==> src/hififo_pkg.sv <==
// shared vector types and packet constants for the host-bound bridge, imported by every rtl file
package hififo_pkg;

   // host address in qwords, so bits 63:3 of the byte address
   typedef logic [60:0] qword_addr_t;

   // buffer length in qwords
   typedef logic [19:0] qword_count_t;

   // producer word as stored in the fifo
   typedef logic [63:0] fifo_word_t;

   // one beat towards the pcie core, low dword goes out first
   typedef logic [63:0] tx_beat_t;

   // bus / device / function of this endpoint
   typedef logic [15:0] requester_id_t;

   // every memory write carries 128 bytes
   localparam int QWORDS_PER_PACKET = 16;

   // length field of each header, in dwords
   localparam int PAYLOAD_DWORDS = 32;

endpackage

==> src/hififo_tpc_writer.sv <==
// memory-write packet builder, drains the fifo into 128-byte packets for the current host buffer
module hififo_tpc_writer
  (
   input  logic                      clock,
   input  logic                      reset,
   input  hififo_pkg::requester_id_t i_requester_id,
   // next buffer from the request queue
   input  logic                      i_req_valid,
   input  hififo_pkg::qword_addr_t   i_req_addr,
   input  hififo_pkg::qword_count_t  i_req_count,
   input  logic                      i_req_interrupt,
   output logic                      o_req_take,
   // fifo read side
   output logic                      o_fifo_read,
   input  hififo_pkg::fifo_word_t    i_fifo_data,
   input  logic                      i_fifo_almost_empty,
   // towards the pcie core
   output logic                      o_wr_valid,
   input  logic                      i_wr_ready,
   output hififo_pkg::tx_beat_t      o_wr_data,
   output logic                      o_wr_last,
   output logic                      o_wr_half,
   output logic                      o_interrupt,
   output logic [31:0]               o_status
   );
   import hififo_pkg::*;

   // what is on the bus right now
   typedef enum logic [1:0] {
      BEAT_IDLE,
      BEAT_HEADER,   // header offered, waits for i_wr_ready
      BEAT_ADDR,     // second header beat of a 4dw packet
      BEAT_PAYLOAD
   } beat_state_t;

   beat_state_t  state;
   qword_addr_t  addr;        // next qword to send
   qword_count_t count;       // qwords left in this buffer
   logic         irq_armed;
   logic         is_3dw;      // latched per packet, addr moves during payload
   logic [4:0]   pkt_reads;   // qwords pulled for this packet
   logic [31:0]  carry;       // odd dword held back in 3dw mode
   logic [63:0]  byte_addr;
   logic         addr_high;
   logic         start;
   logic [31:0]  hdr_dw0;
   logic [31:0]  hdr_dw1;

   // host is little endian, tlp payload goes out big endian per dword
   function automatic logic [31:0] swap32(input logic [31:0] x);
      return {x[7:0], x[15:8], x[23:16], x[31:24]};
   endfunction

   assign byte_addr = {addr, 3'b000};
   assign addr_high = byte_addr[63:32] != 32'd0;   // needs the 4dw format

   // fmt 10 or 11, type 00000 = memory write, tc / attr zero
   assign hdr_dw0 = {1'b0, 1'b1, addr_high, 19'd0, 10'(PAYLOAD_DWORDS)};
   assign hdr_dw1 = {i_requester_id, 8'h00, 8'hFF}; // tag 0, all byte enables

   assign o_req_take = i_req_valid && (state == BEAT_IDLE) && (count == '0);
   assign start = (state == BEAT_IDLE) && (count != '0) && !i_fifo_almost_empty;

   // 3dw takes q0 with the header accept, 4dw one beat later
   assign o_fifo_read = ((state == BEAT_HEADER) && i_wr_ready && is_3dw)
                        || (state == BEAT_ADDR)
                        || ((state == BEAT_PAYLOAD) && (pkt_reads != 5'(QWORDS_PER_PACKET)));

   assign o_status = {9'd0, count, 3'b000};   // bytes left

   // buffer bookkeeping
   always_ff @(posedge clock)
   begin
      if (reset)
      begin
         count <= '0;
         irq_armed <= 1'b0;
         o_interrupt <= 1'b0;
      end
      else
      begin
         o_interrupt <= irq_armed && (count == '0); // one clock after the last read
         if (o_req_take)
         begin
            count <= i_req_count;
            irq_armed <= i_req_interrupt;
         end
         else
         begin
            if (count == '0)
               irq_armed <= 1'b0;   // keeps the pulse to one clock
            if (o_fifo_read)
               count <= count - 1'b1;
         end
      end
      if (o_req_take)
         addr <= i_req_addr;
      else if (o_fifo_read)
         addr <= addr + 1'b1;
   end

   // beat sequencing
   // 3dw: hdr, addr+d0, 15 full beats, half beat = 18
   // 4dw: hdr, addr, 16 payload beats = 18
   always_ff @(posedge clock)
   begin
      if (reset)
      begin
         state <= BEAT_IDLE;
         o_wr_valid <= 1'b0;
         o_wr_last <= 1'b0;
         o_wr_half <= 1'b0;
         is_3dw <= 1'b0;
         pkt_reads <= '0;
      end
      else
      begin
         case (state)
            BEAT_IDLE:
               if (start)
               begin
                  state <= BEAT_HEADER;
                  o_wr_valid <= 1'b1;
                  is_3dw <= !addr_high;
               end
            BEAT_HEADER:
               if (i_wr_ready)   // no ready checks after this
               begin
                  state <= is_3dw ? BEAT_PAYLOAD : BEAT_ADDR;
                  pkt_reads <= is_3dw ? 5'd1 : 5'd0;
               end
            BEAT_ADDR:
            begin
               state <= BEAT_PAYLOAD;
               pkt_reads <= 5'd1;
            end
            BEAT_PAYLOAD:
               if (o_wr_last)
               begin
                  state <= BEAT_IDLE;   // valid low for a clock between packets
                  o_wr_valid <= 1'b0;
                  o_wr_last <= 1'b0;
                  o_wr_half <= 1'b0;
               end
               else if (pkt_reads != 5'(QWORDS_PER_PACKET))
               begin
                  pkt_reads <= pkt_reads + 1'b1;
                  o_wr_last <= !is_3dw && (pkt_reads == 5'(QWORDS_PER_PACKET - 1));
               end
               else
               begin
                  o_wr_last <= 1'b1;   // 3dw leftover dword
                  o_wr_half <= 1'b1;
               end
            default:
               state <= BEAT_IDLE;
         endcase
      end
   end

   // beat data
   always_ff @(posedge clock)
   begin
      case (state)
         BEAT_IDLE:
            o_wr_data <= {hdr_dw1, hdr_dw0};   // dw0 in the low half
         BEAT_HEADER:
            if (i_wr_ready)
               o_wr_data <= is_3dw ? {swap32(i_fifo_data[31:0]), byte_addr[31:0]}
                                   : {byte_addr[31:0], byte_addr[63:32]};
         default:
            if (o_fifo_read)
               o_wr_data <= is_3dw ? {swap32(i_fifo_data[31:0]), carry}
                                   : {swap32(i_fifo_data[63:32]), swap32(i_fifo_data[31:0])};
            else
               o_wr_data <= {32'd0, carry};
      endcase
      if (o_fifo_read)
         carry <= swap32(i_fifo_data[63:32]);
   end

   // core expects an unbroken burst once the header is offered
   a_burst_valid: assert property (@(posedge clock) disable iff (reset)
      o_wr_valid && !o_wr_last |=> o_wr_valid);

endmodule

==> config.mk <==
export PLATFORM = sky130hd
export DESIGN_NAME = hififo_tpc_writer
export DESIGN_NICKNAME = d
export VERILOG_FILES = /design/src/hififo_pkg.sv /design/src/hififo_tpc_writer.sv
export SDC_FILE = /design/constraint.sdc
export NUM_CORES = 1
export LEC_CHECK = 0
export BUFFER_PORTS_ARGS = -buffer_cell sky130_fd_sc_hd__buf_2
export CORE_MARGIN = 3
export CORE_UTILIZATION = 54
export DETAILED_ROUTE_END_ITERATION = 10
export PLACE_DENSITY = 0.9
export SLEW_MARGIN = 20
export SYNTH_ARGS = -nofsm -noshare
export SYNTH_HDL_FRONTEND = slang
export SYNTH_SLANG_ARGS = --single-unit
==> constraint.sdc <==
create_clock -name clock -period 3.8 [get_ports clock]
set_input_delay 0 -clock clock [delete_from_list [all_inputs] [get_ports clock]]
set_output_delay 0 -clock clock [all_outputs]
set_load 0.1 [all_outputs]
# Word level (Yosys, flattened, before mapping)
# Index checks and enable logic that the tools add are counted.
# Widths: inputs -> output; s select.
[classes] add_sub_neg=3 n_mul=0 div_mod_pow=0 magnitude_cmp=0 eq_ne=11 shifts=0 mux=28 bitwise=0 n_reduce_logical=27
[ops] cell="$mux 64" count=4
[ops] cell="$pmux 64 s2" count=1
[ops] cell="$mux 61" count=2
[ops] cell="$add 61x1->61 const B" count=1
[ops] cell="$mux 20" count=2
[ops] cell="$reduce_bool 32->1" count=1
[ops] cell="$logic_not 20->1" count=1
[ops] cell="$reduce_bool 20->1" count=1
[ops] cell="$sub 20x1->20 const B" count=1
[ops] cell="$mux 5" count=3
[ops] cell="$pmux 5 s3" count=1
[ops] cell="$mux 1" count=10
[ops] cell="$ne 2x2->1 const B" count=5
[ops] cell="$logic_and 1x1->1" count=9
[ops] cell="$pmux 2 s4" count=1
[ops] cell="$mux 2" count=3
[ops] cell="$reduce_and 3->1" count=2
[ops] cell="$reduce_bool 2->1" count=3
[ops] cell="$add 5x1->5 const B" count=1
[ops] cell="$eq 5x4->1 const B" count=1
[ops] cell="$ne 5x5->1 const B" count=1
[ops] cell="$eq 2x2->1 const B" count=2
[ops] cell="$reduce_and 2->1" count=2
[ops] cell="$reduce_and 4->1" count=1
[ops] cell="other kinds (7)" count=10
[word_totals] ff_bits=190 latch_bits=0 ramBits=0 rom_bits=0 memories=0

# Longest topological paths before layout
[depth] ltp_word=7 ltp_mapped=10 ltp_nobuf=8

# Worst setup path after synthesis
# No wires, ideal clock.
[synth_path] kind="register to register" startpoint="reg count[5]" endpoint="reg addr[0], enable pin" setup_ps=392 t_arrival_ps=2974 t_required_ps=3408 path_slack_ps=434 path_stages_with_launch=5 synth_period_minus_slack_ps=3366 path_cell_list="dfxtp_1 -> or4_4 -> or4b_1 -> nor3_2 -> or2_2"
[synth_between] elab_chain_cells=3
[synth_rtl] item="from (decl)" line_no="hififo_tpc_writer.sv:38" text="qword_count_t count;"
[synth_rtl] item="from (signal assigned)" line_no="hififo_tpc_writer.sv:85" text="count <= i_req_count;"
[synth_rtl] item="from (signal assigned)" line_no="hififo_tpc_writer.sv:93" text="count <= count - 1'b1;"
[synth_rtl] item="$logic_not 20->1" line_no="hififo_tpc_writer.sv:61" text="assign o_req_take = i_req_valid && (state == BEAT_IDLE) && (count == '0);"
[synth_rtl] item="$logic_and 1x1->1" line_no="hififo_tpc_writer.sv:61"
[synth_rtl] item="$reduce_bool 2->1 (no line)"
[synth_rtl] item="to (signal assigned)" line_no="hififo_tpc_writer.sv:97" text="addr <= i_req_addr;"
[synth_rtl] item="to (signal assigned)" line_no="hififo_tpc_writer.sv:99" text="addr <= addr + 1'b1;"
[synth_rtl] item="to (decl)" line_no="hififo_tpc_writer.sv:37" text="qword_addr_t addr;"
# No other way between the ends.
# A chain may end at the register's enable or synchronous reset.

# Final worst setup path
[layout_path] startpoint="reg state[1]" endpoint="reg o_wr_data[53] (data pin)"
[layout_between] elab_chain_cells=7
[layout_rtl] item="from (decl)" line_no="hififo_tpc_writer.sv:36" text="beat_state_t state;"
[layout_rtl] item="from (signal assigned)" line_no="hififo_tpc_writer.sv:129" text="state <= is_3dw ? BEAT_PAYLOAD : BEAT_ADDR;"
[layout_rtl] item="$eq 2x1->1" line_no="hififo_tpc_writer.sv:65, hififo_tpc_writer.sv:164"
[layout_rtl] item="$logic_and 1x1->1 (2 in a row)" line_no="hififo_tpc_writer.sv:65" text="assign o_fifo_read = ((state == BEAT_HEADER) && i_wr_ready && is_3dw)"
[layout_rtl] item="$logic_or 1x1->1" line_no="hififo_tpc_writer.sv:66" text="|| (state == BEAT_ADDR)"
[layout_rtl] item="$logic_or 1x1->1" line_no="hififo_tpc_writer.sv:67" text="|| ((state == BEAT_PAYLOAD) && (pkt_reads != 5'(QWORDS_PER_PACKET)));"
[layout_rtl] item="$mux 64" line_no="hififo_tpc_writer.sv:172" text="if (o_fifo_read)"
[layout_rtl] item="$pmux 64 s2 (*)" line_no="hififo_tpc_writer.sv:164" text="case (state)"
[layout_rtl] item="to (signal assigned)" line_no="hififo_tpc_writer.sv:166" text="o_wr_data <= {hdr_dw1, hdr_dw0};"
[layout_rtl] item="to (signal assigned)" line_no="hififo_tpc_writer.sv:173" text="o_wr_data <= is_3dw ? {swap32(i_fifo_data[31:0]), carry}"
[layout_rtl] item="to (signal assigned)" line_no="hififo_tpc_writer.sv:176" text="o_wr_data <= {32'd0, carry};"
[layout_rtl] item="to (decl)" line_no="hififo_tpc_writer.sv:20" text="output hififo_pkg::tx_beat_t o_wr_data,"
# Every way passes the cells marked *; elsewhere a longest branch is shown, timed or not.

==> results.cfg <==
[sta]
worst_pin_slew_ps = 867.4
max_slew_margin_pct = 41.38
period_minus_slack_ps = 3259
fin_crit_sh_pct = 85.77
hold_viol_final = 1
grt_setup_unrepaired = no
layout_setup_ws_ps = 540.6
drv_slew = 0
setup_viol = 0
finalSetupTns_ps = 0
timing.hold.ws_ps = -1.467
finClkSkew_ps = 14.67
fmax_mhz = 306.8

[floorplan]
die_y_um = 143.5
rows = 49
coreArea_um2 = 18270
ios = 269
die_area_um2 = 20580
dieWidth_um = 143.5
start_util_pct = 55.86

[layout]
layout_commonest_cell = buf_2
final_cell_mix = buf_2 (256), dlygate4sd3_1 (170), edfxtp_1 (157)
stdcell_area_um2 = 13960
drive_gt1_share_pct = 23.13
syn2layout_area_growth_pct = 36.78
n_fill_cell = 1083
nNetsFinal = 1552
stdcell_count = 1622

[clock_network]
cts_tree = done
cts_buffer_depth = 2
clock_insertion_delay_worst_skew_ps = 460
cts_made_buffers = 17
cts_resized = 0
numClockSinks = 190
h-tree-depth = 4
cts.root.buffer_cell = clkbuf_16
clk_pin_slew_ps = 80

[global_routing]
overflow = 0
grt_start_max_net_pins = 85
grt_pass1_wl_um = 56690
grt_pass1_vias = 10290
antenna_found_initial = 3
track_usage_pct = 36.01

[placed_design]
dp_cells = 1415
place_area_um2 = 11670
io_buffers = 256
pre_cts_ws_ps = 828.9
gp_congestion = 0.9213
hpwl_um = 22650

[worst_setup_path]
crit_fanout = 21
cp_data_required_time_ps = 4120
start_kind = register
crit_buf_inv = 4
cp.depth = 9
slowest_delay_ps = 620
crit_path_top_delay_cell = dlygate4sd3_1
worstPathCellList = inv_1, ha_1, inv_1, nand2_1, nor2_1, a21oi_1, buf_4, o21ai_0, dlygate4sd3_1
crit_type = register to register
end_kind = register
crit_path_frequent_cell = inv_1
crit_arrival_ps = 3580
ff2ff_path_depth = 9
path_delay_family = buffers and inverters

[synthesis]
synth-edff-count = 157
syn_area_um2 = 10200
synth-main-ff-cell = edfxtp_1
async_flop_share_pct = 0
seq_area_frac_synth_pct = 52.67
synth-seq-cells = 190
synth_cells = 974
ys_types = 56
synth_area_leader_cell = edfxtp_1
yosysWarnings = 0
syn_area_per_cell_um2 = 10.48
synth_top_area_share_pct = 46.20
synthTopCellsByArea = edfxtp_1 (46%), mux2i_1 (7.8%), dfxtp_1 (6.5%), xnor2_1 (4.5%), nand2_1 (3.6%)

[route]
via_per_inst = 6.451
drc_errors = 0
routedWlPerCell_um = 23.43
ant_nets = 0
drtIter0Drc = 1791
drt_first_pass_iters = 7
routed_wl_um = 38010
num_vias = 10460

[min_path]
worstHoldPathType = input port to register
holdPathStages = 3

[power_and_ir_drop]
leakagePower_nw = 5.230
power.density_nw_per_um2 = 969.9
ir_drop_uv = 578.6

[run]
maxCapViolCount = 0

[run_status]
violations = hold timing
status = finished, violations left
-- layout make-up --
| type | instances | area (um^2) | share of cell area [%] |
|---|---|---|---|
| diodes | 5 | 12.51 | 0.08964 |
| clock buffers | 17 | 425.4 | 3.048 |
| clock inverters | 15 | 148.9 | 1.067 |
| inverters | 21 | 78.83 | 0.5647 |
| multi-input cells | 703 | 4499 | 32.23 |
| flip-flops and latches | 190 | 5379 | 38.54 |
| well taps | 229 | 286.5 | 2.053 |
| repair buffers | 442 | 3128 | 22.41 |
-- routing by layer --
| metal | GRT usage (%) | part of all wire [%] | up-vias |
|---|---|---|---|
| met3 | 7.454 | 13 | 242 |
| met1 | 45.81 | 34 | 4708 |
| li1 | - | - | 4418 |
| met2 | 57.25 | 46 | 1096 |
| met5 | 0 | 0 | - |
| met4 | 20.96 | 6.8 | 0 |
-- worst register-to-register path: cells and delay by family (launching register included) --
kind / cells / cell delay [ps]
buffers and inverters: 4 / 1270
AND/OR/NAND/NOR: 2 / 650
flip-flops: 1 / 430
adder cells (fa/ha/maj): 1 / 430
AO/OA/AOI/OAI: 2 / 350
-- report_power, final --
group | leakage, nW | internal [mW] | total, mW | switching, mW
combinational | 3.13 | 1.72 | 7.10 | 5.38
sequential | 1.82 | 3.56 | 4.60 | 1.04
clock | 0.281 | 0.930 | 1.84 | 0.912
total | 5.23 | 6.21 | 13.5 | 7.33
-- timing repair --
item / in CTS / in global routing
hold buffers: 170 / 0
setup buffers: 0 / 0
endpoints found under the hold margin: 158 / 0
-- through the flow --
step / total power [mW] / util, %
after floorplan: 9.421 / -
after global placement: 10.81 / 63.87
after detailed placement: 11.01 / 63.87
after CTS: 13.03 / 76.33
after global routing: 13.91 / 76.37
final: 13.54 / 76.40
-- Yosys cell counts (2+ instances only) --
cell	count
o21ai_0	66
and4_1	6
a31oi_1	7
xnor2_1	52
a21oi_1	44
nor3_2	2
nor3b_1	2
nor2b_1	6
a311oi_1	2
o21ai_1	3
buf_2	10
nand2_1	99
a22oi_1	23
mux2i_1	80
inv_1	21
nand3_1	25
nor4_1	25
buf_4	12
edfxtp_1	157
o22ai_1	35
nand4_1	17
dfxtp_1	33
a211oi_1	16
nand3_2	2
mux2_2	2
xor2_1	25
or3_1	5
and3_1	7
o211ai_1	2
clkbuf_1	48
ha_1	10
nor3_1	27
or4_1	6
nor2_1	75
-- state kept, by name, summed over array words and instances (netlist names) --
signal	cells
pkt_reads	5
count	20
carry	32
irq_armed	1
addr	61
state	2
o_interrupt	1
o_wr_half	1
o_wr_last	1
is_3dw	1
o_wr_data	64
o_wr_valid	1
-- path summary, 6_finish.rpt --
path | startpoint | endpoint | slack [ps]
max | state[1] | o_wr_data[53] | 540
min | i_fifo_data[0] | o_wr_data[24] | -1
max reg2reg | state[1] | o_wr_data[53] | 540
min reg2reg | irq_armed | o_interrupt | 510
-- logic make-up (layout without fill, tap and decap cells) --
family | count (synthesis) | after routing | synth area share [%]
and+or+nand+nor | 315 | 315 | 15.35
AOI/OAI and AO/OA | 207 | 207 | 12.08
DFF | 190 | 190 | 52.67
buffers and inverters | 92 | 495 | 3.960
muxes | 82 | 82 | 8.068
xor gates and xnor gates | 77 | 77 | 6.609
adders and majority gates | 10 | 10 | 1.226
other | 1 | 17 | 0.03675
(Power assumes the default switching activity.)
