==> src/hififo_pkg.sv <==
// shared vector types and packet constants for the host-bound bridge, imported by every rtl file
package hififo_pkg;

   // host address in qwords, so bits 63:3 of the byte address
   typedef logic [60:0] qword_addr_t;

   // buffer length in qwords
   typedef logic [19:0] qword_count_t;

   // producer word as stored in the fifo
   typedef logic [63:0] fifo_word_t;

   // one beat towards the pcie core, low dword goes out first
   typedef logic [63:0] tx_beat_t;

   // bus / device / function of this endpoint
   typedef logic [15:0] requester_id_t;

   // every memory write carries 128 bytes
   localparam int QWORDS_PER_PACKET = 16;

   // length field of each header, in dwords
   localparam int PAYLOAD_DWORDS = 32;

endpackage

==> src/hififo_tpc_request.sv <==
// descriptor queue, collects host buffers from the register port and feeds the packet writer
module hififo_tpc_request
  #(
   parameter int DESC_DEPTH_LOG2 = 2
   )
  (
   input  logic                     clock,
   input  logic                     reset,
   input  logic                     i_desc_valid,
   input  hififo_pkg::qword_addr_t  i_desc_addr,
   input  hififo_pkg::qword_count_t i_desc_count,
   input  logic                     i_desc_interrupt,
   output logic                     o_desc_full,
   output logic                     o_req_valid,
   output hififo_pkg::qword_addr_t  o_req_addr,
   output hififo_pkg::qword_count_t o_req_count,
   output logic                     o_req_interrupt,
   input  logic                     i_req_take
   );
   import hififo_pkg::*;

   localparam int DEPTH = 1 << DESC_DEPTH_LOG2;

   typedef logic [DESC_DEPTH_LOG2-1:0] slot_t;
   typedef logic [DESC_DEPTH_LOG2:0]   level_t; // 0 .. DEPTH

   qword_addr_t      addr_mem [DEPTH];
   qword_count_t     count_mem [DEPTH];
   logic [DEPTH-1:0] irq_mem;         // interrupt flag per slot

   slot_t  wr_ptr;
   slot_t  rd_ptr;
   level_t level;
   logic   push;
   logic   pop;

   assign o_desc_full = level == level_t'(DEPTH);
   assign o_req_valid = level != '0;
   assign push = i_desc_valid && !o_desc_full;  // a pulse on a full queue is lost
   assign pop = i_req_take && o_req_valid;

   // head of queue straight from the slot
   assign o_req_addr = addr_mem[rd_ptr];
   assign o_req_count = count_mem[rd_ptr];
   assign o_req_interrupt = irq_mem[rd_ptr];

   always_ff @(posedge clock)
   begin
      if (push)
      begin
         addr_mem[wr_ptr] <= i_desc_addr;
         count_mem[wr_ptr] <= i_desc_count;
         irq_mem[wr_ptr] <= i_desc_interrupt;
      end
   end

   always_ff @(posedge clock)
   begin
      if (reset)
      begin
         wr_ptr <= '0;
         rd_ptr <= '0;
         level <= '0;
      end
      else
      begin
         wr_ptr <= wr_ptr + slot_t'(push);    // wraps at DEPTH
         rd_ptr <= rd_ptr + slot_t'(pop);
         level <= level + level_t'(push) - level_t'(pop);
      end
   end

   // writer only handles whole 128-byte packets
   a_desc_count: assert property (@(posedge clock) disable iff (reset)
      i_desc_valid |-> (i_desc_count != '0) && ((i_desc_count % QWORDS_PER_PACKET) == 0));

   // host driver must watch o_desc_full
   a_desc_overflow: assert property (@(posedge clock) disable iff (reset)
      i_desc_valid |-> !o_desc_full);

endmodule

==> config.mk <==
export PLATFORM = sky130hd
export DESIGN_NAME = hififo_tpc_request
export DESIGN_NICKNAME = d
export VERILOG_FILES = /design/src/hififo_pkg.sv /design/src/hififo_tpc_request.sv
export SDC_FILE = /design/constraint.sdc
export NUM_CORES = 1
export LEC_CHECK = 0
export ABC_AREA = 1
export BUFFER_PORTS_ARGS = -buffer_cell sky130_fd_sc_hd__buf_2
export CAP_MARGIN = 20
export CORE_MARGIN = 2
export CORE_UTILIZATION = 43
export CTS_BUF_LIST = sky130_fd_sc_hd__clkbuf_8
export CTS_CLUSTER_DIAMETER = 40
export DETAILED_ROUTE_END_ITERATION = 12
export PLACE_DENSITY = 0.62
export SYNTH_ARGS = -nofsm -noshare
export SYNTH_HDL_FRONTEND = slang
export SYNTH_SLANG_ARGS = --single-unit
==> constraint.sdc <==
create_clock -name clock -period 9 [get_ports clock]
set_input_delay 0.45 -clock clock [delete_from_list [all_inputs] [get_ports clock]]
set_output_delay 0.45 -clock clock [all_outputs]
set_load 0.02 [all_outputs]
## Yosys cells after proc, flatten, opt, wreduce, memory -nomap -nowiden

Memory sizes are Yosys's and may differ from the RTL's. A register that Yosys moved wholly into a read port is not among the register bits.
Index checks and enable logic that the tools add are counted.

| word-level totals | value |
|---|---|
| memory bits (read-only) | 0 |
| memory bits (writable) | 324 |
| logic and storage cells | 28 |
| bits in registers | 11 |
| bits of input ports | 86 |
| output and inout port bits | 84 |
| memories | 2 |
| latch bits | 0 |

Memories:

| name | words | bits a word | read ports | clocked after Yosys merged registers in | wr ports | RTL line | source |
|---|---|---|---|---|---|---|---|
| addr_mem | 4 | 61 | 1 | 1 | 1 | hififo_tpc_request.sv:27 | `qword_addr_t addr_mem [DEPTH];` |
| count_mem | 4 | 20 | 1 | 1 | 1 | hififo_tpc_request.sv:28 | `qword_count_t count_mem [DEPTH];` |

| operators by class | value |
|---|---|
| reduce and logical (&&, ||, !) cells | 5 |
| muxes and demuxes | 9 |
| shift-type cells | 0 |
| divide/modulo/power cells | 0 |
| $lt $le $gt $ge | 3 |
| add/sub/neg operators | 4 |
| equality and inequality tests | 1 |
| bitwise operators | 0 |
| multipliers | 0 |

Operators by type and width:

| cell | number |
|---|---|
| < comparator 2 x 3 -> 1 bit, second input constant | 2 |
| adder 2 x 1 -> 2 bit | 2 |
| bitwise mux 4 bit | 1 |
| two-way mux 1 bit | 4 |
| two-way mux 2 bit | 2 |
| adder 3 x 1 -> 3 bit | 1 |
| equality test 3 bit, second input constant | 1 |
| logical AND 1 bit | 3 |
| nonzero test 3 bit | 1 |
| subtractor 3 x 1 -> 3 bit | 1 |
| binary-select mux 1 bit (select 2 bit) | 1 |
| demux 1 bit (select 2 bit) | 1 |
| greater-or-equal comparator 2 x 1 -> 1 bit, second input constant | 1 |
| zero test 1 bit | 1 |

## Depth between registers and ports, before layout

Gate-level depths: netlist of the first run.

| logic depth | value |
|---|---|
| word-level depth | 5 |
| mapped depth | 11 |
| mapped depth without buffers | 11 |

## Least setup slack after synthesis of the first run

OpenSTA, ideal clock, no wires.

| timing | value |
|---|---|
| path kind | register to register |
| start | reg level[1] |
| end | mem addr_mem[0][0] (netlist name), enable pin |
| cell stages (with the launch flop) | 5 |
| data required time | 8,376 ps |
| setup slack | 2,236 ps |
| clock period less this slack | 6,764 ps |
| setup time | 624 ps |
| buffers on the path | 0 |
| data arrival time | 6,140 ps |
| cells stage by stage | dfxtp_1 inv_2 nand2_1 o21ai_2 nor3_1 |

| between the ends | value |
|---|---|
| word-level cells in the longest chain between the ends | 5 |

RTL lines:

| what | RTL line | source |
|---|---|---|
| start: declaration | hififo_tpc_request.sv:33 | `level_t level;` |
| start signal: assignment | hififo_tpc_request.sv:69 | `level <= level + level_t'(push) - level_t'(pop);` |
| equality test 3 bit | hififo_tpc_request.sv:37 | `assign o_desc_full = level == level_t'(DEPTH);` |
| zero test 1 bit | hififo_tpc_request.sv:39 | `assign push = i_desc_valid && !o_desc_full;` |
| logical AND 1 bit | hififo_tpc_request.sv:39 |  |
| two-way mux 1 bit | hififo_tpc_request.sv:49 | `if (push)` |
| two-way mux 1 bit (not written as such) | hififo_tpc_request.sv:51 | `addr_mem[wr_ptr] <= i_desc_addr;` |
| end: declaration | hififo_tpc_request.sv:27 |  |

No other way between the ends.

==> results.rst, run 1 <==
.. list-table::
   :header-rows: 1

   * - Metric
     - Value
   * - Run status
     - complete, no violations
   * - Largest net degree at the start of global routing
     - 96
   * - Highest signal layer in the routed design
     - met4
   * - Die Height
     - 175 microns
   * - Longest individual stage delay on the worst path
     - 850 ps
   * - Fill cell total of the finished layout
     - 2486
   * - Synthesized instance count
     - 844
   * - Most common cell after layout, fill and taps aside
     - sky130_fd_sc_hd__edfxtp_1
   * - Layout cell share with drive strength beyond 1
     - 0.243
   * - Number of resized instances in the post-cts repair step
     - 0
   * - Grt total ovfl
     - 0
   * - Number of max-capacitance violations reported
     - 0
   * - Aggregate routed wire length
     - 26.6 mm
   * - Type of origin of the critical path
     - register
   * - Average size of a mapped cell
     - 14.8 sq um
   * - Routed met2 length
     - 13.2 mm
   * - Maximum count of clock buffers along a single path
     - 3
   * - Buffers & Inverters on Critical Path
     - 3
   * - Wire length per cell after detailed routing
     - 18.3 microns
   * - Number of max-slew violations in the final report
     - 0
   * - Clock skew
     - 17.7 ps
   * - Arrival time at the worst endpoint
     - 3340 ps
   * - Inserted Clock Buffers
     - 54
   * - HPWL reported at the end of detailed placement
     - 14.3 mm
   * - Number of antenna violations at the first check in global routing
     - 2
   * - Number of core rows
     - 62
   * - DR iter-0 viols
     - 572
   * - Critical path required time
     - 8550 ps
   * - Floorplan die width
     - 175 microns
   * - Final setup viols
     - 0
   * - Met3 wirelength from detailed routing
     - 1.68 mm
   * - Synth-to-Final Area Change
     - 16.8%
   * - Number of hold violations in the final report
     - 0
   * - Die area
     - 30500 sq um
   * - Warnings from Yosys
     - 0
   * - Cts hold-fix bufs
     - 0
   * - Post-synthesis xor/xnor area fraction
     - 0.00140
   * - Clock edge transition at the registers on the reported setup and hold paths
     - 60 ps
   * - Cell-by-cell trace of the critical path
     - inv_6 -> buf_4 -> o21ai_0 -> o22ai_1 -> buf_2
   * - Via total after detailed routing
     - 7559
   * - Residual DRC
     - 0
   * - Startpoint-to-endpoint class of the critical path
     - register to primary output
   * - Initial Utilization
     - 0.436
   * - Via count of the first global-routing pass
     - 7633
   * - 1st-pass router iterations
     - 5
   * - Master of the slowest instance on the critical path
     - sky130_fd_sc_hd__buf_4
   * - Static power due to leakage
     - 5.13 nW
   * - Max H-tree Level
     - 2
   * - Critical path capture point type
     - primary output
   * - Multi-input combinational cell area
     - 2150 sq um
   * - Headroom to the max-slew limit
     - 0.278
   * - Share of the clock period used by the worst path after layout
     - 0.421
   * - Area fraction in compound gates after synthesis
     - 0.108
   * - Area of the core region
     - 28700 sq um
   * - Flops & latches, synth
     - 335
   * - Buffer type at the clock tree root
     - sky130_fd_sc_hd__clkbuf_8
   * - Simple-gate portion of the synthesized area
     - 0.0578
   * - Setup Fix Bufs, Post-CTS
     - 0
   * - Number of top-level pins
     - 170
   * - Top library cells by usage in the layout, fill and taps aside
     - sky130_fd_sc_hd__edfxtp_1, sky130_fd_sc_hd__nor2_1, sky130_fd_sc_hd__buf_2
   * - Largest family of logic cells by synthesized area
     - compound AO/OA/AOI/OAI gates
   * - Pwr dens
     - 295 nW/um^2
   * - Clock latency reported for the late side of the worst-skew pair
     - 570 ps
   * - Wire length of the first global-routing pass
     - 40.9 mm
   * - Total nets after synthesis
     - 933
   * - Routed length on met1
     - 11.3 mm
   * - Final estimated routing congestion in global placement
     - 0.715
   * - Total chip power
     - 0.00431 W
   * - Via-per-instance ratio
     - 5.20
   * - Total track usage
     - 0.172
   * - Layout net count
     - 1116
   * - VDD IR max
     - 0.170 mV
   * - Clock period minus worst slack
     - 3790 ps
   * - Unrepaired setup endpoints after global routing
     - no
   * - Port Buffer Count
     - 169
   * - Upper clock frequency limit
     - 0.264 GHz
   * - Slew at the pin closest to its max-slew limit
     - 1080 ps
   * - # clock sinks
     - 335
   * - Distinct cell type count of the synthesized netlist
     - 22
   * - Arithmetic-cell share of the synthesized area counting full adders, half adders and majority gates
     - 0.00360
   * - Sequential cell area
     - 9990 sq um
   * - Multiplexer share of the synthesized area
     - 0
   * - Area of the mapped netlist
     - 12500 sq um
   * - Worst-path maximum fanout
     - 95
   * - Setup TNS
     - 0 ps
   * - Proportion of synthesized chip area in sequential cells
     - 0.798
   * - Post-route ant nets
     - 0
   * - Hold Path Class
     - primary input to register
   * - TritonCTS clock tree
     - yes
   * - Kind of cell with the highest combined delay on the critical path
     - buffers and inverters
==> power breakdown <==
group / switching, W / internal (W)
clock: 0.000563 / 0.000627
sequential: 0.0000797 / 0.00193
combinational: 0.000795 / 0.000316
total: 0.00144 / 0.00287
==> synth_stat cells <==
master,instances,area (sq um)
sky130_fd_sc_hd__buf_2,5,25.0
sky130_fd_sc_hd__a21oi_1,1,5.00
sky130_fd_sc_hd__nor3_1,4,20.0
sky130_fd_sc_hd__nand4_1,1,6.26
sky130_fd_sc_hd__inv_1,10,37.5
sky130_fd_sc_hd__fa_1,1,20.0
sky130_fd_sc_hd__dfxtp_1,7,140
sky130_fd_sc_hd__o21ai_0,94,470
sky130_fd_sc_hd__buf_6,12,135
sky130_fd_sc_hd__o21ai_2,1,8.76
sky130_fd_sc_hd__inv_2,2,7.51
sky130_fd_sc_hd__edfxtp_1,328,9850
sky130_fd_sc_hd__buf_4,11,82.6
sky130_fd_sc_hd__nand2_1,10,37.5
sky130_fd_sc_hd__xnor2_1,2,17.5
sky130_fd_sc_hd__nand3_1,2,10.0
sky130_fd_sc_hd__clkbuf_2,3,15.0
sky130_fd_sc_hd__nor2_1,173,649
sky130_fd_sc_hd__clkbuf_1,23,86.3
sky130_fd_sc_hd__o22ai_1,82,513
sky130_fd_sc_hd__ha_1,2,25.0
sky130_fd_sc_hd__o21ai_1,70,350
==> worst paths after layout <==
| kind | slack (ps) | end | cells past startpoint | start |
|---|---|---|---|---|
| worst max-delay path | 5210 | o_req_count[11] | 5 | rd_ptr[0]$_SDFF_PP0_ |
| worst min-delay path | 100 | irq_mem[0]$_DFFE_PP_ | 1 | i_desc_interrupt |
| worst max register to register | 6040 | addr_mem[2][37]$_DFFE_PP_ | 6 | level[1]$_SDFF_PP0_ |
| worst min register to register | 610 | wr_ptr[1]$_SDFF_PP0_ | 2 | wr_ptr[1]$_SDFF_PP0_ |
==> area by class of cell <==
type	count	area share
clock buffers	55	0.0518
diodes	2	0.000342
multi-input cells	443	0.147
clock inverters	43	0.0163
repair buffers	181	0.0640
flip-flops and latches	335	0.684
well taps	384	0.0329
inverters	12	0.00342
==> registers in the layout, indices dropped and copies added (netlist names) <==
register	cells
addr_mem	244
count_mem	80
irq_mem	4
level	3
rd_ptr	2
wr_ptr	2
==> kinds of logic (layout without fill, tap and decap cells) <==
| group | after synthesis | after routing |
|---|---|---|
| buf+inv | 66 | 291 |
| fa+ha+maj | 3 | 3 |
| xor+xnor | 2 | 2 |
| other cells | 0 | 2 |
| flops | 335 | 335 |
| simple gates | 190 | 190 |
| compound gates | 248 | 248 |
==> stage by stage <==
| step | setup slack, ps | std cells | hold slack (ps) | area [sq um] | util |
|---|---|---|---|---|---|
| 4_1_cts | 5180 | 1453 | 50.2 | 14600 | 0.509 |
| 5_1_grt | 4930 | 1453 | 62.1 | 14600 | 0.509 |
| 3_5_place_dp | 5800 | 1355 | 588 | 13600 | 0.474 |
| 6_report | 5210 | 1455 | 95.2 | 14600 | 0.509 |
| 2_1_floorplan | 2240 | 844 | 521 | 12500 | - |
| 3_3_place_gp | 5860 | 1355 | 579 | 13600 | 0.474 |
==> metal layers <==
metal  up-vias  GRT usage
met2       199      0.291
met4         0     0.0510
met5         -          0
met3        44     0.0453
met1      3742      0.219
li1       3574          -
(Power assumes the default switching activity.)
==> inputs of run 2 (changes only) <==
Settings changed: ABC_AREA 1 to 0.
Clock period 9 ns to 3.76 ns, I/O delays scaled along.
==> run 2 against run 1 <==
Global-route usage decreased by 1.8 points. Count of clock-buffer cells in the layout decreased by 1. Worst setup slack lost 4200 ps. Design area up 4.6%. Combinational power grew 120%. Clock power is 130% higher. Critical endpoint is now o_req_addr[16]. Largest cell class unchanged.
==> results.rst, run 2 <==
.. list-table::
   :header-rows: 1

   * - Metric
     - Value
   * - Run status
     - complete, no violations
   * - Final instance area
     - 15300 sq um
   * - Wire length of the first global-routing pass
     - 34.6 mm
   * - Cell-by-cell trace of the critical path
     - buf_4 -> mux4_2 -> buf_2
   * - Post-synthesis cell type with the largest combined area
     - sky130_fd_sc_hd__edfxtp_1
   * - Critical path capture point type
     - primary output
   * - Arrival time at the worst endpoint
     - 2530 ps
   * - Inserted Clock Buffers
     - 52
   * - Worst-path maximum fanout
     - 37
   * - # clock sinks
     - 335
   * - Global-route met3 utilization
     - 0.0391
   * - Top flop regs
     - addr_mem (244), count_mem (80), irq_mem (4)
   * - Pwr dens
     - 649 nW/um^2
   * - Clock skew
     - 14.0 ps
   * - Synth-to-Final Area Change
     - 25.5%
   * - Busiest layer in global routing
     - met2
   * - Startpoint-to-endpoint class of the critical path
     - register to primary output
   * - Synthesized instance count
     - 463
   * - Synth cell count leaders
     - sky130_fd_sc_hd__edfxtp_1, sky130_fd_sc_hd__mux4_2, sky130_fd_sc_hd__buf_2
   * - 1st-pass router iterations
     - 4
   * - Number of max-slew violations in the final report
     - 0
   * - Via total after detailed routing
     - 5820
   * - Number of flip-flops in the largest register
     - 244
   * - Number of core rows
     - 61
   * - Layout net count
     - 853
   * - Grt total ovfl
     - 0
   * - Largest net degree at the start of global routing
     - 51
   * - Dominant register cell in the synthesized netlist
     - sky130_fd_sc_hd__edfxtp_1
   * - Master of the slowest instance on the critical path
     - sky130_fd_sc_hd__dfxtp_4
   * - Initial Utilization
     - 0.437
   * - Distinct cell type count of the synthesized netlist
     - 24
   * - FF-to-FF setup slack
     - 1360 ps
   * - Buffer type at the clock tree root
     - sky130_fd_sc_hd__clkbuf_8
   * - Final setup slack of the worst path
     - 1040 ps
   * - Clock edge transition at the registers on the reported setup and hold paths
     - 60 ps
   * - VDD IR max
     - 0.442 mV
   * - Number of max-capacitance violations reported
     - 0
   * - Unrepaired setup endpoints after global routing
     - no
   * - Met1 layer usage reported by global route
     - 0.211
   * - HPWL reported at the end of detailed placement
     - 13.3 mm
   * - Area post-placement
     - 13500 sq um
   * - Port Buffer Count
     - 169
   * - Share of the synthesized area in the top cell type
     - 0.808
   * - Flops & latches, synth
     - 335
   * - Area of the core region
     - 27900 sq um
   * - Upper clock frequency limit
     - 0.368 GHz
   * - Maximum count of clock buffers along a single path
     - 3
   * - Residual DRC
     - 0
   * - Average size of a mapped cell
     - 26.3 sq um
   * - Total track usage
     - 0.154
   * - Setup slack after placement
     - 1400 ps
   * - Hold Path Class
     - primary input to register
   * - Total chip power
     - 0.00993 W
   * - Total nets after synthesis
     - 552
   * - Setup TNS
     - 0 ps
   * - Biggest register
     - addr_mem
   * - Critical path required time
     - 3570 ps
   * - Warnings from Yosys
     - 0
   * - Antenna cell count
     - 0
   * - Area of the mapped netlist
     - 12200 sq um
   * - Aggregate routed wire length
     - 22.4 mm
   * - Clock latency reported for the late side of the worst-skew pair
     - 550 ps
   * - Headroom to the max-slew limit
     - 0.477
   * - GR Util met2
     - 0.246
   * - Top library cells by usage in the layout, fill and taps aside
     - sky130_fd_sc_hd__edfxtp_1, sky130_fd_sc_hd__buf_2, sky130_fd_sc_hd__dlygate4sd3_1
   * - DR iter-0 viols
     - 348
   * - Post-route ant nets
     - 0
   * - Proportion of synthesized chip area in sequential cells
     - 0.820
   * - Placed Cells
     - 1004
   * - Die area
     - 29700 sq um
   * - Static power due to leakage
     - 5.19 nW
   * - Longest individual stage delay on the worst path
     - 840 ps
   * - Wire length per cell after detailed routing
     - 19.0 microns
   * - Share of the clock period used by the worst path after layout
     - 0.723
   * - Buffers & Inverters on Critical Path
     - 2
   * - Die Height
     - 172 microns
   * - Number of resized instances in the post-cts repair step
     - 0
   * - Non-filler cells in the finished layout
     - 1178
   * - Most common cell after layout, fill and taps aside
     - sky130_fd_sc_hd__edfxtp_1
   * - Type of origin of the critical path
     - register
   * - Max H-tree Level
     - 2
   * - Kind of cell with the highest combined delay on the critical path
     - flip-flops
   * - Via-per-instance ratio
     - 4.94
   * - Slew at the pin closest to its max-slew limit
     - 785 ps
   * - Cell types occupying the most area after synthesis
     - sky130_fd_sc_hd__edfxtp_1, sky130_fd_sc_hd__mux4_2, sky130_fd_sc_hd__dfxtp_1
   * - Clock period minus worst slack
     - 2720 ps
   * - Floorplan die width
     - 172 microns
   * - Final estimated routing congestion in global placement
     - 0.741
   * - Post-synth EDFFs
     - 328
   * - Number of hold violations in the final report
     - 0
   * - Via count of the first global-routing pass
     - 6333
   * - Layout cell share with drive strength beyond 1
     - 0.420
   * - Number of antenna violations at the first check in global routing
     - 0
   * - TritonCTS clock tree
     - yes
   * - Dominant cell by count in the synthesized netlist
     - sky130_fd_sc_hd__edfxtp_1
   * - Fraction of registers with async set or reset after synthesis
     - 0
   * - Final setup viols
     - 0
   * - Number of top-level pins
     - 170
-- run 2: report_power, final --
part           internal, W  switching [W]
combinational      0.00111        0.00136
clock              0.00140        0.00129
sequential         0.00455       0.000233
total              0.00705        0.00288
-- run 2: path summary, 6_finish.rpt --
kind	from	to	depth (start not counted)
worst min register to register	level[1]$_SDFF_PP0_	level[2]$_SDFF_PP0_	2
worst max-delay path	rd_ptr[0]$_SDFF_PP0_	o_req_addr[16]	3
worst min-delay path	i_desc_valid	wr_ptr[0]$_SDFF_PP0_	5
worst max register to register	level[1]$_SDFF_PP0_	addr_mem[3][0]$_DFFE_PP_	5
-- run 2: cell families (layout without fill, tap and decap cells) --
family                     count (synthesis)  count (layout)  share of synthesized area
adders and majority gates                  3               3                    0.00370
muxes                                     82              82                      0.152
AOI/OAI and AO/OA                          2               2                    0.00134
DFF                                      335             335                      0.820
buffers and inverters                     20             357                     0.0119
xor gates and xnor gates                   6               6                    0.00431
and+or+nand+nor                           15              15                    0.00739
-- run 2: final cells by class --
type | count | area [sq um]
flip-flops and latches | 335 | 10000
multi-input cells | 108 | 2090
repair buffers | 265 | 1800
inverters | 2 | 7.51
clock buffers | 54 | 743
fillers | 2168 | 12600
clock inverters | 36 | 180
well taps | 378 | 473
-- run 2: tightest hold or removal path, stage by stage --
cell	delay (ps)
sky130_fd_sc_hd__buf_2	80
sky130_fd_sc_hd__nand2b_1	220
sky130_fd_sc_hd__inv_2	170
sky130_fd_sc_hd__ha_1	130
sky130_fd_sc_hd__nor2b_1	110
-- run 2: repair_timing --
item,4_1_cts,5_1_grt
setup buffers,0,0
hold buffers,84,0
hold endpoints to repair,335,0
-- run 2: layer usage --
layer / part of all wire / up-vias / wire [microns]
met4: 0.015 / 0 / 336
li1: - / 2616 / -
met5: 0 / - / 0
met2: 0.48 / 196 / 10800
met3: 0.066 / 40 / 1480
met1: 0.44 / 2968 / 9770
-- run 2: metrics by stage --
| stage | util | hold WS [ps] |
|---|---|---|
| floorplan | - | 260 |
| global placement | 0.486 | 399 |
| detailed placement | 0.486 | 403 |
| CTS | 0.549 | 327 |
| global route | 0.549 | 369 |
| finish | 0.549 | 382 |
==> inputs of run 3 (changes only) <==
Settings changed: PLACE_DENSITY 0.62 to 0.64.
Clock period 3.76 ns to 2.2 ns, I/O delays scaled along.
==> run 3 against run 2 <==
Utilization rose by 1.9 points. Total power rose by 82%. Via count rose by 2.9%. Largest power group unchanged. Highest routed layer unchanged. First-iteration DRC count rose by 3.4%. Non-clock buffer count rose by 7.
==> results.rst, run 3 (same netlist as run 2, synthesis figures left out) <==
.. list-table::
   :header-rows: 1

   * - Metric
     - Value
   * - 1st-pass router iterations
     - 4
   * - Total track usage
     - 0.159
   * - Arrival time at the worst endpoint
     - 2050 ps
   * - Clock edge transition at the registers on the reported setup and hold paths
     - 60 ps
   * - Sequential cell area
     - 10000 sq um
   * - Number of max-slew violations in the final report
     - 0
   * - Port Buffer Count
     - 169
   * - Slew at the pin closest to its max-slew limit
     - 429 ps
   * - Critical path capture point type
     - primary output
   * - Top library cells by usage in the layout, fill and taps aside
     - sky130_fd_sc_hd__edfxtp_1, sky130_fd_sc_hd__buf_2, sky130_fd_sc_hd__dlygate4sd3_1
   * - Unrepaired setup endpoints after global routing
     - yes
   * - Wire length per cell after detailed routing
     - 20.0 microns
   * - VDD IR max
     - 0.580 mV
   * - HPWL reported at the end of detailed placement
     - 13.1 mm
   * - Startpoint-to-endpoint class of the critical path
     - register to primary output
   * - Wire length of the first global-routing pass
     - 35.4 mm
   * - Headroom to the max-slew limit
     - 0.714
   * - Max H-tree Level
     - 2
   * - Buffer type at the clock tree root
     - sky130_fd_sc_hd__clkbuf_8
   * - TritonCTS clock tree
     - yes
   * - Final estimated routing congestion in global placement
     - 0.710
   * - Via total after detailed routing
     - 5990
   * - Top flop regs
     - addr_mem (244), count_mem (80), irq_mem (4)
   * - Die area
     - 29700 sq um
   * - Final setup viols
     - 0
   * - Number of top-level pins
     - 170
   * - Multi-input combinational cell area
     - 2120 sq um
   * - Worst hold margin
     - 28.5 ps
   * - Clock period minus worst slack
     - 2160 ps
   * - Fill cell total of the finished layout
     - 2120
   * - Hold Path Class
     - primary input to register
   * - Clock latency reported for the late side of the worst-skew pair
     - 580 ps
   * - Type of origin of the critical path
     - register
   * - Initial Utilization
     - 0.437
   * - Synth-to-Final Area Change
     - 29.8%
   * - Maximum count of clock buffers along a single path
     - 3
   * - Die Height
     - 172 microns
   * - Largest net degree at the start of global routing
     - 66
   * - Number of antenna violations at the first check in global routing
     - 2
   * - Post-layout utilization of the core
     - 0.568
   * - Critical path required time
     - 2090 ps
   * - Most common cell after layout, fill and taps aside
     - sky130_fd_sc_hd__edfxtp_1
   * - Residual DRC
     - 0
   * - Number of max-capacitance violations reported
     - 0
   * - Pwr dens
     - 1140 nW/um^2
   * - Share of the clock period used by the worst path after layout
     - 0.981
   * - Number of flip-flops in the largest register
     - 244
   * - Via count of the first global-routing pass
     - 6540
   * - Static power due to leakage
     - 5.42 nW
   * - Grt total ovfl
     - 0
   * - Inserted Clock Buffers
     - 56
   * - Biggest register
     - addr_mem
   * - Number of core rows
     - 61
   * - # clock sinks
     - 335
   * - Layout cell share with drive strength beyond 1
     - 0.434
   * - Number of hold violations in the final report
     - 0
   * - Run status
     - complete, no violations
   * - DR iter-0 viols
     - 360
   * - Upper clock frequency limit
     - 0.463 GHz
   * - Worst-path maximum fanout
     - 25
   * - Layout net count
     - 864
   * - Clock skew
     - 20.5 ps
   * - Floorplan die width
     - 172 microns
   * - Area of the core region
     - 27900 sq um
   * - Via-per-instance ratio
     - 4.99
   * - Post-route ant nets
     - 0
   * - Aggregate routed wire length
     - 24.0 mm
run 3: metal layers:
layer	track usage	routed length (microns)	vias up
met2	0.277	12300	207
met5	0	0	-
li1	-	-	2650
met4	0.0508	420	0
met1	0.193	9530	3094
met3	0.0449	1740	39
run 3: critical path: stages (launching register included):
cell                        delay [ps]
sky130_fd_sc_hd__dfxtp_4           450
sky130_fd_sc_hd__clkbuf_16         300
sky130_fd_sc_hd__mux4_2            550
sky130_fd_sc_hd__buf_2             180
run 3: what timing repair did:
item                       4_1_cts  5_1_grt
gates resized for setup         14       22
buffers inserted                 0        2
hold buffers                    84        0
cloned                           0        2
setup endpoints to repair       50       80
hold endpoints to repair       335        0
pin swaps                        0        0
run 3: through the flow:
stage | setup WS (ps) | TNS (ps) | total power, W | std cells | instance area (sq um)
floorplan | -1060 | -243390 | 0.0112 | 463 | 12200
global placement | 171 | 0 | 0.0125 | 1007 | 13700
detailed placement | 85.8 | 0 | 0.0126 | 1007 | 13700
CTS | -50.1 | -1270 | 0.0180 | 1194 | 15700
global route | -65.6 | -1670 | 0.0189 | 1199 | 15800
finish | 41.2 | 0 | 0.0181 | 1200 | 15800
run 3: final timing paths:
| check | start | to | slack, ps | cells past startpoint |
|---|---|---|---|---|
| min reg2reg | level[1]$_SDFF_PP0_ | level[2]$_SDFF_PP0_ | 610 | 2 |
| max reg2reg | level[2]$_SDFF_PP0_ | level[2]$_SDFF_PP0_ | 160 | 9 |
| max | rd_ptr[0]$_SDFF_PP0_ | o_req_addr[52] | 40 | 3 |
| min | i_desc_valid | wr_ptr[0]$_SDFF_PP0_ | 30 | 5 |
run 3: final cells by class:
cell class                 count  area share
clock buffer                  57      0.0496
timing repair buffer         272       0.136
tap                          378      0.0299
multi-input combinational    108       0.134
clock inverter                46      0.0181
sequential                   335       0.632
antenna                        2    0.000316
inverter                       2    0.000475
run 3: where the power goes:
group	internal [W]	switching, W
clock	0.00278	0.00236
combinational	0.00226	0.00265
sequential	0.00777	0.000235
